===== config.mk =====
export PLATFORM = sky130hd
export DESIGN_NAME = rr_subsys_top
export DESIGN_NICKNAME = d
export VERILOG_FILES = /design/src/design/rr_pkg.sv /design/src/design/axil_record_mstr.sv /design/src/design/rr_log_fifo.sv /design/src/design/axil_reg_slave.sv /design/src/design/rr_subsys_top.sv
export SDC_FILE = /design/constraint.sdc
export NUM_CORES = 2
export LEC_CHECK = 0
export ABC_AREA = 1
export BUFFER_PORTS_ARGS = -buffer_cell sky130_fd_sc_hd__buf_4
export CORE_UTILIZATION = 25
export CTS_BUF_LIST = sky130_fd_sc_hd__clkbuf_4 sky130_fd_sc_hd__clkbuf_8
export DETAILED_ROUTE_END_ITERATION = 6
export PLACE_DENSITY_LB_ADDON = 0.12
export SKIP_CTS_REPAIR_TIMING = 1
export SYNTH_ARGS = -nofsm -noshare
export SYNTH_HDL_FRONTEND = slang
export SYNTH_SLANG_ARGS = --single-unit

===== constraint.sdc =====
create_clock -name clk -period 14.6 [get_ports clk]
set_clock_uncertainty 0.05 [all_clocks]
set_input_delay 2.19 -clock clk [delete_from_list [all_inputs] [get_ports clk]]
set_output_delay 2.19 -clock clk [all_outputs]
set_load 0.02 [all_outputs]

===== src/design/rr_pkg.sv =====
package rr_pkg;

   // ----------------------------------------------------------
   // axi-lite bus widths
   // ----------------------------------------------------------
   localparam int AXIL_ADDR_WIDTH = 32;
   localparam int AXIL_DATA_WIDTH = 32;
   localparam int AXIL_STRB_WIDTH = AXIL_DATA_WIDTH / 8;

   // ----------------------------------------------------------
   // record format
   // ----------------------------------------------------------
   // aw field is awaddr only
   localparam int AXIL_RR_AW_WIDTH = AXIL_ADDR_WIDTH;
   // w field is {wstrb, wdata}
   localparam int AXIL_RR_W_WIDTH = AXIL_DATA_WIDTH + AXIL_STRB_WIDTH;
   localparam int AXIL_RR_AR_WIDTH = AXIL_ADDR_WIDTH;
   localparam int AXIL_RR_MSTR_WIDTH = AXIL_RR_AW_WIDTH + AXIL_RR_W_WIDTH + AXIL_RR_AR_WIDTH;
   // bit 0 hasAW, bit 1 hasW, bit 2 hasAR
   localparam int AXIL_RR_HDR_WIDTH = 3;
   localparam int RR_OFFSET_WIDTH = $clog2(AXIL_RR_MSTR_WIDTH);

   // ----------------------------------------------------------
   // log fifo and register file
   // ----------------------------------------------------------
   localparam int RR_LOG_DEPTH = 16;
   localparam int RR_DROP_WIDTH = 16;
   // registers addressed by awaddr/araddr bits 5..2
   localparam int REG_COUNT = 16;

endpackage


===== src/design/axil_record_mstr.sv =====
`timescale 1ns/100ps

module axil_record_mstr import rr_pkg::*; (
   input  logic                          clk,
   input  logic                          sync_rst_n,
   // upstream master side
   input  logic [AXIL_ADDR_WIDTH-1:0]    s_awaddr,
   input  logic                          s_awvalid,
   output logic                          s_awready,
   input  logic [AXIL_DATA_WIDTH-1:0]    s_wdata,
   input  logic [AXIL_STRB_WIDTH-1:0]    s_wstrb,
   input  logic                          s_wvalid,
   output logic                          s_wready,
   output logic [1:0]                    s_bresp,
   output logic                          s_bvalid,
   input  logic                          s_bready,
   input  logic [AXIL_ADDR_WIDTH-1:0]    s_araddr,
   input  logic                          s_arvalid,
   output logic                          s_arready,
   output logic [AXIL_DATA_WIDTH-1:0]    s_rdata,
   output logic [1:0]                    s_rresp,
   output logic                          s_rvalid,
   input  logic                          s_rready,
   // downstream slave side
   output logic [AXIL_ADDR_WIDTH-1:0]    m_awaddr,
   output logic                          m_awvalid,
   input  logic                          m_awready,
   output logic [AXIL_DATA_WIDTH-1:0]    m_wdata,
   output logic [AXIL_STRB_WIDTH-1:0]    m_wstrb,
   output logic                          m_wvalid,
   input  logic                          m_wready,
   input  logic [1:0]                    m_bresp,
   input  logic                          m_bvalid,
   output logic                          m_bready,
   output logic [AXIL_ADDR_WIDTH-1:0]    m_araddr,
   output logic                          m_arvalid,
   input  logic                          m_arready,
   input  logic [AXIL_DATA_WIDTH-1:0]    m_rdata,
   input  logic [1:0]                    m_rresp,
   input  logic                          m_rvalid,
   output logic                          m_rready,
   // record stream to the log fifo
   output logic                          rec_valid,
   output logic [AXIL_RR_HDR_WIDTH-1:0]  rec_hdr,
   output logic [AXIL_RR_MSTR_WIDTH-1:0] rec_data
);

   // ----------------------------------------------------------
   // zero-latency pass-through of all five channels
   // ----------------------------------------------------------
   assign m_awaddr  = s_awaddr;
   assign m_awvalid = s_awvalid;
   assign s_awready = m_awready;

   assign m_wdata   = s_wdata;
   assign m_wstrb   = s_wstrb;
   assign m_wvalid  = s_wvalid;
   assign s_wready  = m_wready;

   assign s_bresp   = m_bresp;
   assign s_bvalid  = m_bvalid;
   assign m_bready  = s_bready;

   assign m_araddr  = s_araddr;
   assign m_arvalid = s_arvalid;
   assign s_arready = m_arready;

   assign s_rdata   = m_rdata;
   assign s_rresp   = m_rresp;
   assign s_rvalid  = m_rvalid;
   assign m_rready  = s_rready;

   // ----------------------------------------------------------
   // stage 1: capture completed request handshakes
   // ----------------------------------------------------------
   logic [AXIL_RR_HDR_WIDTH-1:0] s1_hdr;
   logic [AXIL_RR_AW_WIDTH-1:0]  s1_aw;
   logic [AXIL_RR_W_WIDTH-1:0]   s1_w;
   logic [AXIL_RR_AR_WIDTH-1:0]  s1_ar;

   // a stalled request is seen once, on the cycle it transfers
   always_ff @(posedge clk) begin
      if (!sync_rst_n) begin
         s1_hdr <= '0;
      end else begin
         s1_hdr <= {s_arvalid & s_arready, s_wvalid & s_wready, s_awvalid & s_awready};
      end
      if (s_awvalid && s_awready)
         s1_aw <= s_awaddr;
      if (s_wvalid && s_wready)
         s1_w <= {s_wstrb, s_wdata};
      if (s_arvalid && s_arready)
         s1_ar <= s_araddr;
   end

   // ----------------------------------------------------------
   // stage 2: field offsets inside the packed word
   // ----------------------------------------------------------
   logic [AXIL_RR_HDR_WIDTH-1:0] s2_hdr;
   logic [AXIL_RR_AW_WIDTH-1:0]  s2_aw;
   logic [AXIL_RR_W_WIDTH-1:0]   s2_w;
   logic [AXIL_RR_AR_WIDTH-1:0]  s2_ar;
   logic [RR_OFFSET_WIDTH-1:0]   s2_off_w;
   logic [RR_OFFSET_WIDTH-1:0]   s2_off_ar;

   always_ff @(posedge clk) begin
      if (!sync_rst_n) begin
         s2_hdr <= '0;
      end else begin
         s2_hdr <= s1_hdr;
      end
      s2_aw <= s1_aw;
      s2_w  <= s1_w;
      s2_ar <= s1_ar;
      // aw always sits at bit 0, w follows aw, ar follows both
      s2_off_w  <= s1_hdr[0] ? RR_OFFSET_WIDTH'(AXIL_RR_AW_WIDTH) : '0;
      s2_off_ar <= (s1_hdr[0] ? RR_OFFSET_WIDTH'(AXIL_RR_AW_WIDTH) : '0) +
                   (s1_hdr[1] ? RR_OFFSET_WIDTH'(AXIL_RR_W_WIDTH) : '0);
   end

   // ----------------------------------------------------------
   // stage 3: pack present fields into a zeroed word
   // ----------------------------------------------------------
   logic [AXIL_RR_MSTR_WIDTH-1:0] pack_word;

   always_comb begin
      pack_word = '0;
      if (s2_hdr[0])
         pack_word[AXIL_RR_AW_WIDTH-1:0] = s2_aw;
      if (s2_hdr[1])
         pack_word[s2_off_w +: AXIL_RR_W_WIDTH] = s2_w;
      if (s2_hdr[2])
         pack_word[s2_off_ar +: AXIL_RR_AR_WIDTH] = s2_ar;
   end

   always_ff @(posedge clk) begin
      if (!sync_rst_n) begin
         rec_valid <= 1'b0;
      end else begin
         rec_valid <= |s2_hdr;
      end
      rec_hdr  <= s2_hdr;
      rec_data <= pack_word;
   end

endmodule


===== src/design/rr_log_fifo.sv =====
`timescale 1ns/100ps

module rr_log_fifo import rr_pkg::*; (
   input  logic                          clk,
   input  logic                          sync_rst_n,
   // records from the recorder, no back-pressure
   input  logic                          rec_valid,
   input  logic [AXIL_RR_HDR_WIDTH-1:0]  rec_hdr,
   input  logic [AXIL_RR_MSTR_WIDTH-1:0] rec_data,
   // host side
   input  logic                          log_pop,
   output logic                          log_valid,
   output logic [AXIL_RR_HDR_WIDTH-1:0]  log_hdr,
   output logic [AXIL_RR_MSTR_WIDTH-1:0] log_data,
   output logic [RR_DROP_WIDTH-1:0]      drop_count
);

   logic [AXIL_RR_HDR_WIDTH-1:0]  hdr_mem  [RR_LOG_DEPTH];
   logic [AXIL_RR_MSTR_WIDTH-1:0] data_mem [RR_LOG_DEPTH];

   logic [$clog2(RR_LOG_DEPTH)-1:0] wr_ptr;
   logic [$clog2(RR_LOG_DEPTH)-1:0] rd_ptr;
   logic [$clog2(RR_LOG_DEPTH):0]   count;

   logic full;
   logic pop;
   logic push;
   logic drop;

   assign full = (count == RR_LOG_DEPTH);
   assign pop  = log_pop & log_valid;
   // a pop on the same edge frees the slot for the incoming record
   assign push = rec_valid & (~full | pop);
   assign drop = rec_valid & full & ~pop;

   // ----------------------------------------------------------
   // storage, show-ahead read
   // ----------------------------------------------------------
   always_ff @(posedge clk) begin
      if (push) begin
         hdr_mem[wr_ptr]  <= rec_hdr;
         data_mem[wr_ptr] <= rec_data;
      end
   end

   assign log_valid = (count != '0);
   assign log_hdr   = hdr_mem[rd_ptr];
   assign log_data  = data_mem[rd_ptr];

   // ----------------------------------------------------------
   // pointers and occupancy
   // ----------------------------------------------------------
   always_ff @(posedge clk) begin
      if (!sync_rst_n) begin
         wr_ptr <= '0;
         rd_ptr <= '0;
         count  <= '0;
      end else begin
         if (push)
            wr_ptr <= (wr_ptr == RR_LOG_DEPTH - 1) ? '0 : wr_ptr + 1'b1;
         if (pop)
            rd_ptr <= (rd_ptr == RR_LOG_DEPTH - 1) ? '0 : rd_ptr + 1'b1;
         case ({push, pop})
            2'b10:   count <= count + 1'b1;
            2'b01:   count <= count - 1'b1;
            default: count <= count;
         endcase
      end
   end

   // drop counter, sticks at all ones
   always_ff @(posedge clk) begin
      if (!sync_rst_n) begin
         drop_count <= '0;
      end else if (drop && (drop_count != '1)) begin
         drop_count <= drop_count + 1'b1;
      end
   end

endmodule


===== src/design/axil_reg_slave.sv =====
`timescale 1ns/100ps

module axil_reg_slave import rr_pkg::*; (
   input  logic                       clk,
   input  logic                       sync_rst_n,
   // write address and data
   input  logic [AXIL_ADDR_WIDTH-1:0] awaddr,
   input  logic                       awvalid,
   output logic                       awready,
   input  logic [AXIL_DATA_WIDTH-1:0] wdata,
   input  logic [AXIL_STRB_WIDTH-1:0] wstrb,
   input  logic                       wvalid,
   output logic                       wready,
   // write response
   output logic [1:0]                 bresp,
   output logic                       bvalid,
   input  logic                       bready,
   // read address
   input  logic [AXIL_ADDR_WIDTH-1:0] araddr,
   input  logic                       arvalid,
   output logic                       arready,
   // read data
   output logic [AXIL_DATA_WIDTH-1:0] rdata,
   output logic [1:0]                 rresp,
   output logic                       rvalid,
   input  logic                       rready
);

   logic [AXIL_DATA_WIDTH-1:0] regs [REG_COUNT];

   logic wr_en;
   logic rd_en;
   logic [$clog2(REG_COUNT)-1:0] wr_idx;
   logic [$clog2(REG_COUNT)-1:0] rd_idx;

   // word index from the address, byte offset bits ignored
   assign wr_idx = awaddr[2 +: $clog2(REG_COUNT)];
   assign rd_idx = araddr[2 +: $clog2(REG_COUNT)];

   // ----------------------------------------------------------
   // write path
   // ----------------------------------------------------------
   // address and data taken together, only with no b pending
   assign awready = awvalid & wvalid & ~bvalid;
   assign wready  = awready;
   assign wr_en   = awready;

   always_ff @(posedge clk) begin
      if (!sync_rst_n) begin
         for (int i = 0; i < REG_COUNT; i++)
            regs[i] <= '0;
      end else if (wr_en) begin
         for (int b = 0; b < AXIL_STRB_WIDTH; b++) begin
            if (wstrb[b])
               regs[wr_idx][8*b +: 8] <= wdata[8*b +: 8];
         end
      end
   end

   always_ff @(posedge clk) begin
      if (!sync_rst_n) begin
         bvalid <= 1'b0;
      end else if (wr_en) begin
         bvalid <= 1'b1;
      end else if (bready) begin
         bvalid <= 1'b0;
      end
   end

   // always OKAY
   assign bresp = 2'b00;

   // ----------------------------------------------------------
   // read path
   // ----------------------------------------------------------
   assign arready = ~rvalid;
   assign rd_en   = arvalid & arready;

   always_ff @(posedge clk) begin
      if (!sync_rst_n) begin
         rvalid <= 1'b0;
      end else if (rd_en) begin
         rvalid <= 1'b1;
      end else if (rready) begin
         rvalid <= 1'b0;
      end
   end

   // held stable while rvalid waits for rready
   always_ff @(posedge clk) begin
      if (rd_en)
         rdata <= regs[rd_idx];
   end

   assign rresp = 2'b00;

endmodule


===== src/design/rr_subsys_top.sv =====
`timescale 1ns/100ps

module rr_subsys_top import rr_pkg::*; (
   input  logic                          clk,
   input  logic                          sync_rst_n,
   // upstream axi-lite
   input  logic [AXIL_ADDR_WIDTH-1:0]    s_awaddr,
   input  logic                          s_awvalid,
   output logic                          s_awready,
   input  logic [AXIL_DATA_WIDTH-1:0]    s_wdata,
   input  logic [AXIL_STRB_WIDTH-1:0]    s_wstrb,
   input  logic                          s_wvalid,
   output logic                          s_wready,
   output logic [1:0]                    s_bresp,
   output logic                          s_bvalid,
   input  logic                          s_bready,
   input  logic [AXIL_ADDR_WIDTH-1:0]    s_araddr,
   input  logic                          s_arvalid,
   output logic                          s_arready,
   output logic [AXIL_DATA_WIDTH-1:0]    s_rdata,
   output logic [1:0]                    s_rresp,
   output logic                          s_rvalid,
   input  logic                          s_rready,
   // host log port
   input  logic                          log_pop,
   output logic                          log_valid,
   output logic [AXIL_RR_HDR_WIDTH-1:0]  log_hdr,
   output logic [AXIL_RR_MSTR_WIDTH-1:0] log_data,
   output logic [RR_DROP_WIDTH-1:0]      drop_count
);

   // ----------------------------------------------------------
   // recorder to register slave
   // ----------------------------------------------------------
   logic [AXIL_ADDR_WIDTH-1:0] m_awaddr;
   logic                       m_awvalid;
   logic                       m_awready;
   logic [AXIL_DATA_WIDTH-1:0] m_wdata;
   logic [AXIL_STRB_WIDTH-1:0] m_wstrb;
   logic                       m_wvalid;
   logic                       m_wready;
   logic [1:0]                 m_bresp;
   logic                       m_bvalid;
   logic                       m_bready;
   logic [AXIL_ADDR_WIDTH-1:0] m_araddr;
   logic                       m_arvalid;
   logic                       m_arready;
   logic [AXIL_DATA_WIDTH-1:0] m_rdata;
   logic [1:0]                 m_rresp;
   logic                       m_rvalid;
   logic                       m_rready;

   // record stream
   logic                          rec_valid;
   logic [AXIL_RR_HDR_WIDTH-1:0]  rec_hdr;
   logic [AXIL_RR_MSTR_WIDTH-1:0] rec_data;

   axil_record_mstr u_record (
      .clk        (clk),
      .sync_rst_n (sync_rst_n),
      .s_awaddr   (s_awaddr),
      .s_awvalid  (s_awvalid),
      .s_awready  (s_awready),
      .s_wdata    (s_wdata),
      .s_wstrb    (s_wstrb),
      .s_wvalid   (s_wvalid),
      .s_wready   (s_wready),
      .s_bresp    (s_bresp),
      .s_bvalid   (s_bvalid),
      .s_bready   (s_bready),
      .s_araddr   (s_araddr),
      .s_arvalid  (s_arvalid),
      .s_arready  (s_arready),
      .s_rdata    (s_rdata),
      .s_rresp    (s_rresp),
      .s_rvalid   (s_rvalid),
      .s_rready   (s_rready),
      .m_awaddr   (m_awaddr),
      .m_awvalid  (m_awvalid),
      .m_awready  (m_awready),
      .m_wdata    (m_wdata),
      .m_wstrb    (m_wstrb),
      .m_wvalid   (m_wvalid),
      .m_wready   (m_wready),
      .m_bresp    (m_bresp),
      .m_bvalid   (m_bvalid),
      .m_bready   (m_bready),
      .m_araddr   (m_araddr),
      .m_arvalid  (m_arvalid),
      .m_arready  (m_arready),
      .m_rdata    (m_rdata),
      .m_rresp    (m_rresp),
      .m_rvalid   (m_rvalid),
      .m_rready   (m_rready),
      .rec_valid  (rec_valid),
      .rec_hdr    (rec_hdr),
      .rec_data   (rec_data)
   );

   rr_log_fifo u_log_fifo (
      .clk        (clk),
      .sync_rst_n (sync_rst_n),
      .rec_valid  (rec_valid),
      .rec_hdr    (rec_hdr),
      .rec_data   (rec_data),
      .log_pop    (log_pop),
      .log_valid  (log_valid),
      .log_hdr    (log_hdr),
      .log_data   (log_data),
      .drop_count (drop_count)
   );

   axil_reg_slave u_reg_slave (
      .clk        (clk),
      .sync_rst_n (sync_rst_n),
      .awaddr     (m_awaddr),
      .awvalid    (m_awvalid),
      .awready    (m_awready),
      .wdata      (m_wdata),
      .wstrb      (m_wstrb),
      .wvalid     (m_wvalid),
      .wready     (m_wready),
      .bresp      (m_bresp),
      .bvalid     (m_bvalid),
      .bready     (m_bready),
      .araddr     (m_araddr),
      .arvalid    (m_arvalid),
      .arready    (m_arready),
      .rdata      (m_rdata),
      .rresp      (m_rresp),
      .rvalid     (m_rvalid),
      .rready     (m_rready)
   );

endmodule


== After elaboration in Yosys (flattened, before gate mapping) ==
Memory sizes are Yosys's and may differ from the RTL's. A register that Yosys moved wholly into a read port is not among the register bits.
Index checks and enable logic that the tools add are counted.
Cells by class
  add/subtract/negate cells: 8
  multipliers: 0
  div/mod/pow operators: 0
  $lt $le $gt $ge: 0
  equal/unequal tests: 6
  shifts and indexed selects: 4
  multiplexer cells: 40
  bitwise operators: 14
  reductions and logical operators: 10
Operators by type and width (count)
  bitwise mux 100 bit: 2
  two-way mux 100 bit: 2
  variable shift 32 x 9 -> 100 bit (first input constant): 1
  variable shift 36 x 9 -> 100 bit (first input constant): 1
  indexed part select 32 x 9 -> 100 bit: 1
  indexed part select 36 x 9 -> 100 bit: 1
  two-way mux 32 bit: 2
  two-way mux 4 bit: 8
  OR reduction 32 bit: 1
  two-way mux 1 bit: 23
  negation 7 -> 9 bit: 2
  adder 16 x 1 -> 16 bit (second input constant): 1
  != test 16 bit (second input constant): 1
  two-way mux 6 bit: 2
  case mux 5 bit (2 select lines): 1
  AND 1 bit: 9
  adder 4 x 1 -> 4 bit (second input constant): 2
  == test 4 bit (second input constant): 2
  adder 7 bit: 1
  nonzero test 2 bit: 3
  adder 5 x 1 -> 5 bit (second input constant): 1
  == test 5 bit (second input constant): 1
  nonzero test 5 bit: 1
  subtractor 5 x 1 -> 5 bit (second input constant): 1
  other kinds (6): 12
Storage, ports and cells
  bits in registers: 355
  bits in latches: 0
  RAM bits: 2160
  ROM bits: 0
  input bits: 108
  output and inout port bits: 161
  word-level logic and storage cells: 104
  memories: 3
Memories
  u_log_fifo.data_mem: words 16, bits a word 100, read ports 1, clocked after Yosys merged registers in 1, wr ports 1, line rr_log_fifo.sv:19  | logic [AXIL_RR_MSTR_WIDTH-1:0] data_mem [RR_LOG_DEPTH];
  u_reg_slave.regs: words 16, bits a word 32, read ports 1, clocked after Yosys merged registers in 1, wr ports 16, line axil_reg_slave.sv:29  | logic [AXIL_DATA_WIDTH-1:0] regs [REG_COUNT];
  u_log_fifo.hdr_mem: words 16, bits a word 3, read ports 1, clocked after Yosys merged registers in 1, wr ports 1, line rr_log_fifo.sv:18  | logic [AXIL_RR_HDR_WIDTH-1:0] hdr_mem [RR_LOG_DEPTH];

== Longest topological paths before layout ==
  depth after elaboration: 7
  gate-level depth with buffers: 15
  mapped depth without buffers: 15

== Cells and area by module ==
Synthesis repeated with hierarchy kept, for this count alone.
Second synthesis, totals
  cell total of the unflattened synthesis: 8674
  area total of the unflattened synthesis: 104572.8 um2
By module, submodules not included
  rr_log_fifo: times used 1, cells each 4585, area each 66993.0 um2, sequential area each 50148.1 um2
  axil_reg_slave: times used 1, cells each 2864, area each 25856.0 um2, sequential area each 16375.7 um2
  axil_record_mstr: times used 1, cells each 1225, area each 11723.7 um2, sequential area each 7287.0 um2

== Worst setup path before layout ==
No wires, ideal clock.
  kind: in2reg
  from: input log_pop
  to: memory u_log_fifo.data_mem[7][0] (netlist bit), enable pin
  setup time: 0.691 ns
  data arrival time: 9.723 ns
  data required time: 13.859 ns
  setup slack: 4.136 ns
  stages on the path: 6
  buffers on the path: 0
  path through: nand2_1 > nand4_1 > nand2_1 > inv_1 > nand2_1 > nor3_1
Between the ends
  cells in the longest elaborated chain, start to end: 5
RTL lines
  start, declared: line rr_subsys_top.sv:25  | input logic log_pop,
  AND 1 bit: line rr_log_fifo.sv:31  | assign pop = log_pop & log_valid;
  OR 1 bit: line rr_log_fifo.sv:33  | assign push = rec_valid & (~full | pop);
  AND 1 bit: line rr_log_fifo.sv:33
  two-way mux 1 bit: line rr_log_fifo.sv:40  | if (push) begin
  two-way mux 1 bit (implied by the code): line rr_log_fifo.sv:42  | data_mem[wr_ptr] <= rec_data;
  end, declared: line rr_log_fifo.sv:19
No other way between the ends.

==> metrics <==
dpl ws 7.116 ns; die width 638.9 um; top cells by area, synth edfxtp_1 (68%), mux2i_1 (5.3%), dfxtp_1 (4.9%); drt drc 0; Clk network pwr share 0.381; most frequent cells in the layout edfxtp_1 (2292), o21ai_0 (742), inv_1 (678); Synth Area per Inst 13.25 um2; Crit Path Class flop to primary output; cell chosen for the clock root clkbuf_8; routed length on met3 15670 um; total power 18.26 mW; main combinational cell family by area after synthesis compound AO/OA/AOI/OAI gates; crit-path max FO 76; synthesized-area fraction occupied by and/or/nand/nor cells 0.05646; Hold Crit Depth 0; first-pass GRT wire length 479800 um; CP startpoint kind flop; compound-cell area share of the yosys netlist 0.1120; Nets 8110; Final Cell Area 118700 um2; distinct cell type count after synthesis 42; dpl cells 12940; setup TNS 0 ns; initial antenna violation count 45; drt initial violations 4805; XOR/XNOR Fraction of Synth Area 0.0008637; vias post-DR 62330; gpl congestion 0.8252; Switch Pwr 5.409 mW; Clock Latency Late Sink 1.17 ns; combinational fraction of design power 0.173; Critical Path AT 6.15 ns; Final Non-Filler Cells 13810; wire per inst 24.71 um; Final ANT Viol Nets 0; worst slew pin tran 1.360 ns; Via-to-Cell Ratio 4.514; highest routed layer met5; Ys Warns 0; Clk pin slew, worst setup/hold paths 0.06 ns; full die area 408200 um2; slowest stage delay, CP 0.96 ns; Lkg Pwr 42.09 nW; clk sinks 2541; detailed placement HPWL 199900 um; final setup vio count 0; CP required 12.36 ns; cell area after synthesis 101400 um2; Sw Share 0.2963; Power Dens Cells 153.8 nW/um2; total track usage 0.1625; met2 WL post-DR 163900 um; Slew Viols, Final 0; largest net degree at the start of global routing 188; initial core utilization 0.2515; TritonCTS clock tree yes; post-synthesis mux area share 0.05373; commonest non-fill, non-tap cell in the layout edfxtp_1; FMAX 0.1193 GHz; Metal-1 WL 152100 um; area share of fa/ha/maj cells after synthesis 0.001357; num rows 233; Final period util 0.5744; GR Overflow Total 0; ys async rst share 0; IO Port Bufs 264; post-layout util 0.2944; sequential share of power 0.446; fillers 41010; status finished, final reports clean; Final Hold Violating Endpoints 0; peak supply drop 0.1179 mV; Primary FF master, synth edfxtp_1; proportion of netlist area held by the largest area contributor 0.6787; Tmin final 8.386 ns; Routed WL 341200 um; Post-synth EDFFs 2292; TritonCTS Buffers 454; Initial DRT Pass Iterations 6; vias in the first global route 63020; crit-path most repeated cell buf_4; Rel. slew slack 0.08766; HP Class flop to flop; synthesized flop and latch total 2541; I/O Pins 269; hold_ws 0.2329 ns; r2r worst-path depth 11; share of layout cells above drive strength 1 0.1483; Cell Chain, Critical Path buf_4 > buf_4 > buf_4 > buf_4 > o211ai_1 > o211ai_1 > nand2_1 > buf_4; CTS max path bufs 4; Cells after Synth 7654; Layout Area Growth over Synthesis 17.06%; cell taking the most area after synthesis edfxtp_1; Pint 12.85 mW; # Max-Cap Violations 0; RSZ-0062 raised after global routing no; Die H 638.9 um; Worst Slack Setup Final 6.214 ns; H-tree levels 5; Setup crit end kind primary output; slowest CP cell dfxtp_4; core area 403200 um2; placed instance area 109100 um2; Seq/Total Area, Yosys 0.7279
## cell usage after synthesis, types with 6 or more instances
cell type and instances:
a21oi_1 600, nor2_2 9, buf_2 87, a31oi_1 19, inv_2 8, nand2_2 36
dfxtp_1 249, nand3_1 228, nand2_1 494, nor3_1 14, o21ai_0 742, mux2i_1 541
ha_1 11, a32oi_1 9, buf_4 60, a211oi_1 11, clkbuf_1 288, edfxtp_1 2292
o211ai_1 556, o221ai_1 6, buf_1 50, o22ai_1 10, nor2_1 607, xor2_1 6
inv_1 682, buf_6 7
## sequential cells by signal, indices dropped and copies added, names as in the netlist, 32 cells and up, named ones only
signal               cells
u_log_fifo.data_mem   1600
u_reg_slave.regs       512
u_record.rec_data      100
u_log_fifo.hdr_mem      48
u_record.s1_w           36
u_record.s2_w           36
u_record.s1_ar          32
u_record.s1_aw          32
u_record.s2_ar          32
u_record.s2_aw          32
u_reg_slave.rdata       32
## final cells by class
type,instances,area [um2],share of cell area
Sequential cell,2541,73830,0.6219
Multi-Input combinational cell,3930,22910,0.1930
Tap cell,5405,6763,0.05697
Clock inverter,155,1092,0.009202
Antenna cell,20,50.05,0.0004216
Timing Repair Buffer,370,2948,0.02483
Clock buffer,693,8487,0.07150
Inverter,694,2626,0.02212
## power by group through the flow
stage          registers (mW)  clock network [mW]  logic (mW)
6_report                 8.14                6.96        3.16
5_1_grt                  8.15                7.49        3.49
4_1_cts                  8.14                7.20        3.26
3_5_place_dp             8.29                   0        3.25
3_3_place_gp             8.29                   0        3.26
2_1_floorplan            8.21                   0        2.08
## path summary, 6_finish.rpt
| path | startpoint | end | slack, ns |
|---|---|---|---|
| setup / recovery | flop | log_data[36] | 6.21 |
| hold / removal | u_record.s1_ar[5]$_DFFE_PP_ | u_record.s2_ar[5]$_DFF_P_ | 0.23 |
| setup reg to reg | u_log_fifo.count[0]$_SDFFE_PN0P_ | u_log_fifo.data_mem[8][47]$_DFFE_PP_ | 9.72 |
| hold reg to reg | u_record.s1_ar[5]$_DFFE_PP_ | u_record.s2_ar[5]$_DFF_P_ | 0.23 |
## worst max-delay path, delay by kind of cell (launching register included)
family	cells	cell delay, ns
AOI/OAI and AO/OA	2	0.33
and+or+nand+nor	1	0.26
buffers and inverters	5	3.29
DFF	1	0.96
## metal layers
layer,GRT usage,up-vias
li1,-,28700
met2,0.2735,1651
met3,0.02430,520
met1,0.2166,31450
met5,0,-
met4,0.04521,6
## cells by family (layout without fill, tap and decap cells)
| logic type | count (synthesis) | in the layout |
|---|---|---|
| buffers and inverters | 1186 | 1912 |
| muxes | 544 | 544 |
| AOI/OAI and AO/OA | 1962 | 1962 |
| and+or+nand+nor | 1399 | 1399 |
| adders and majority gates | 11 | 11 |
| DFF | 2541 | 2541 |
| other | 1 | 24 |
| xor gates and xnor gates | 10 | 10 |
(Power assumes the default switching activity.)
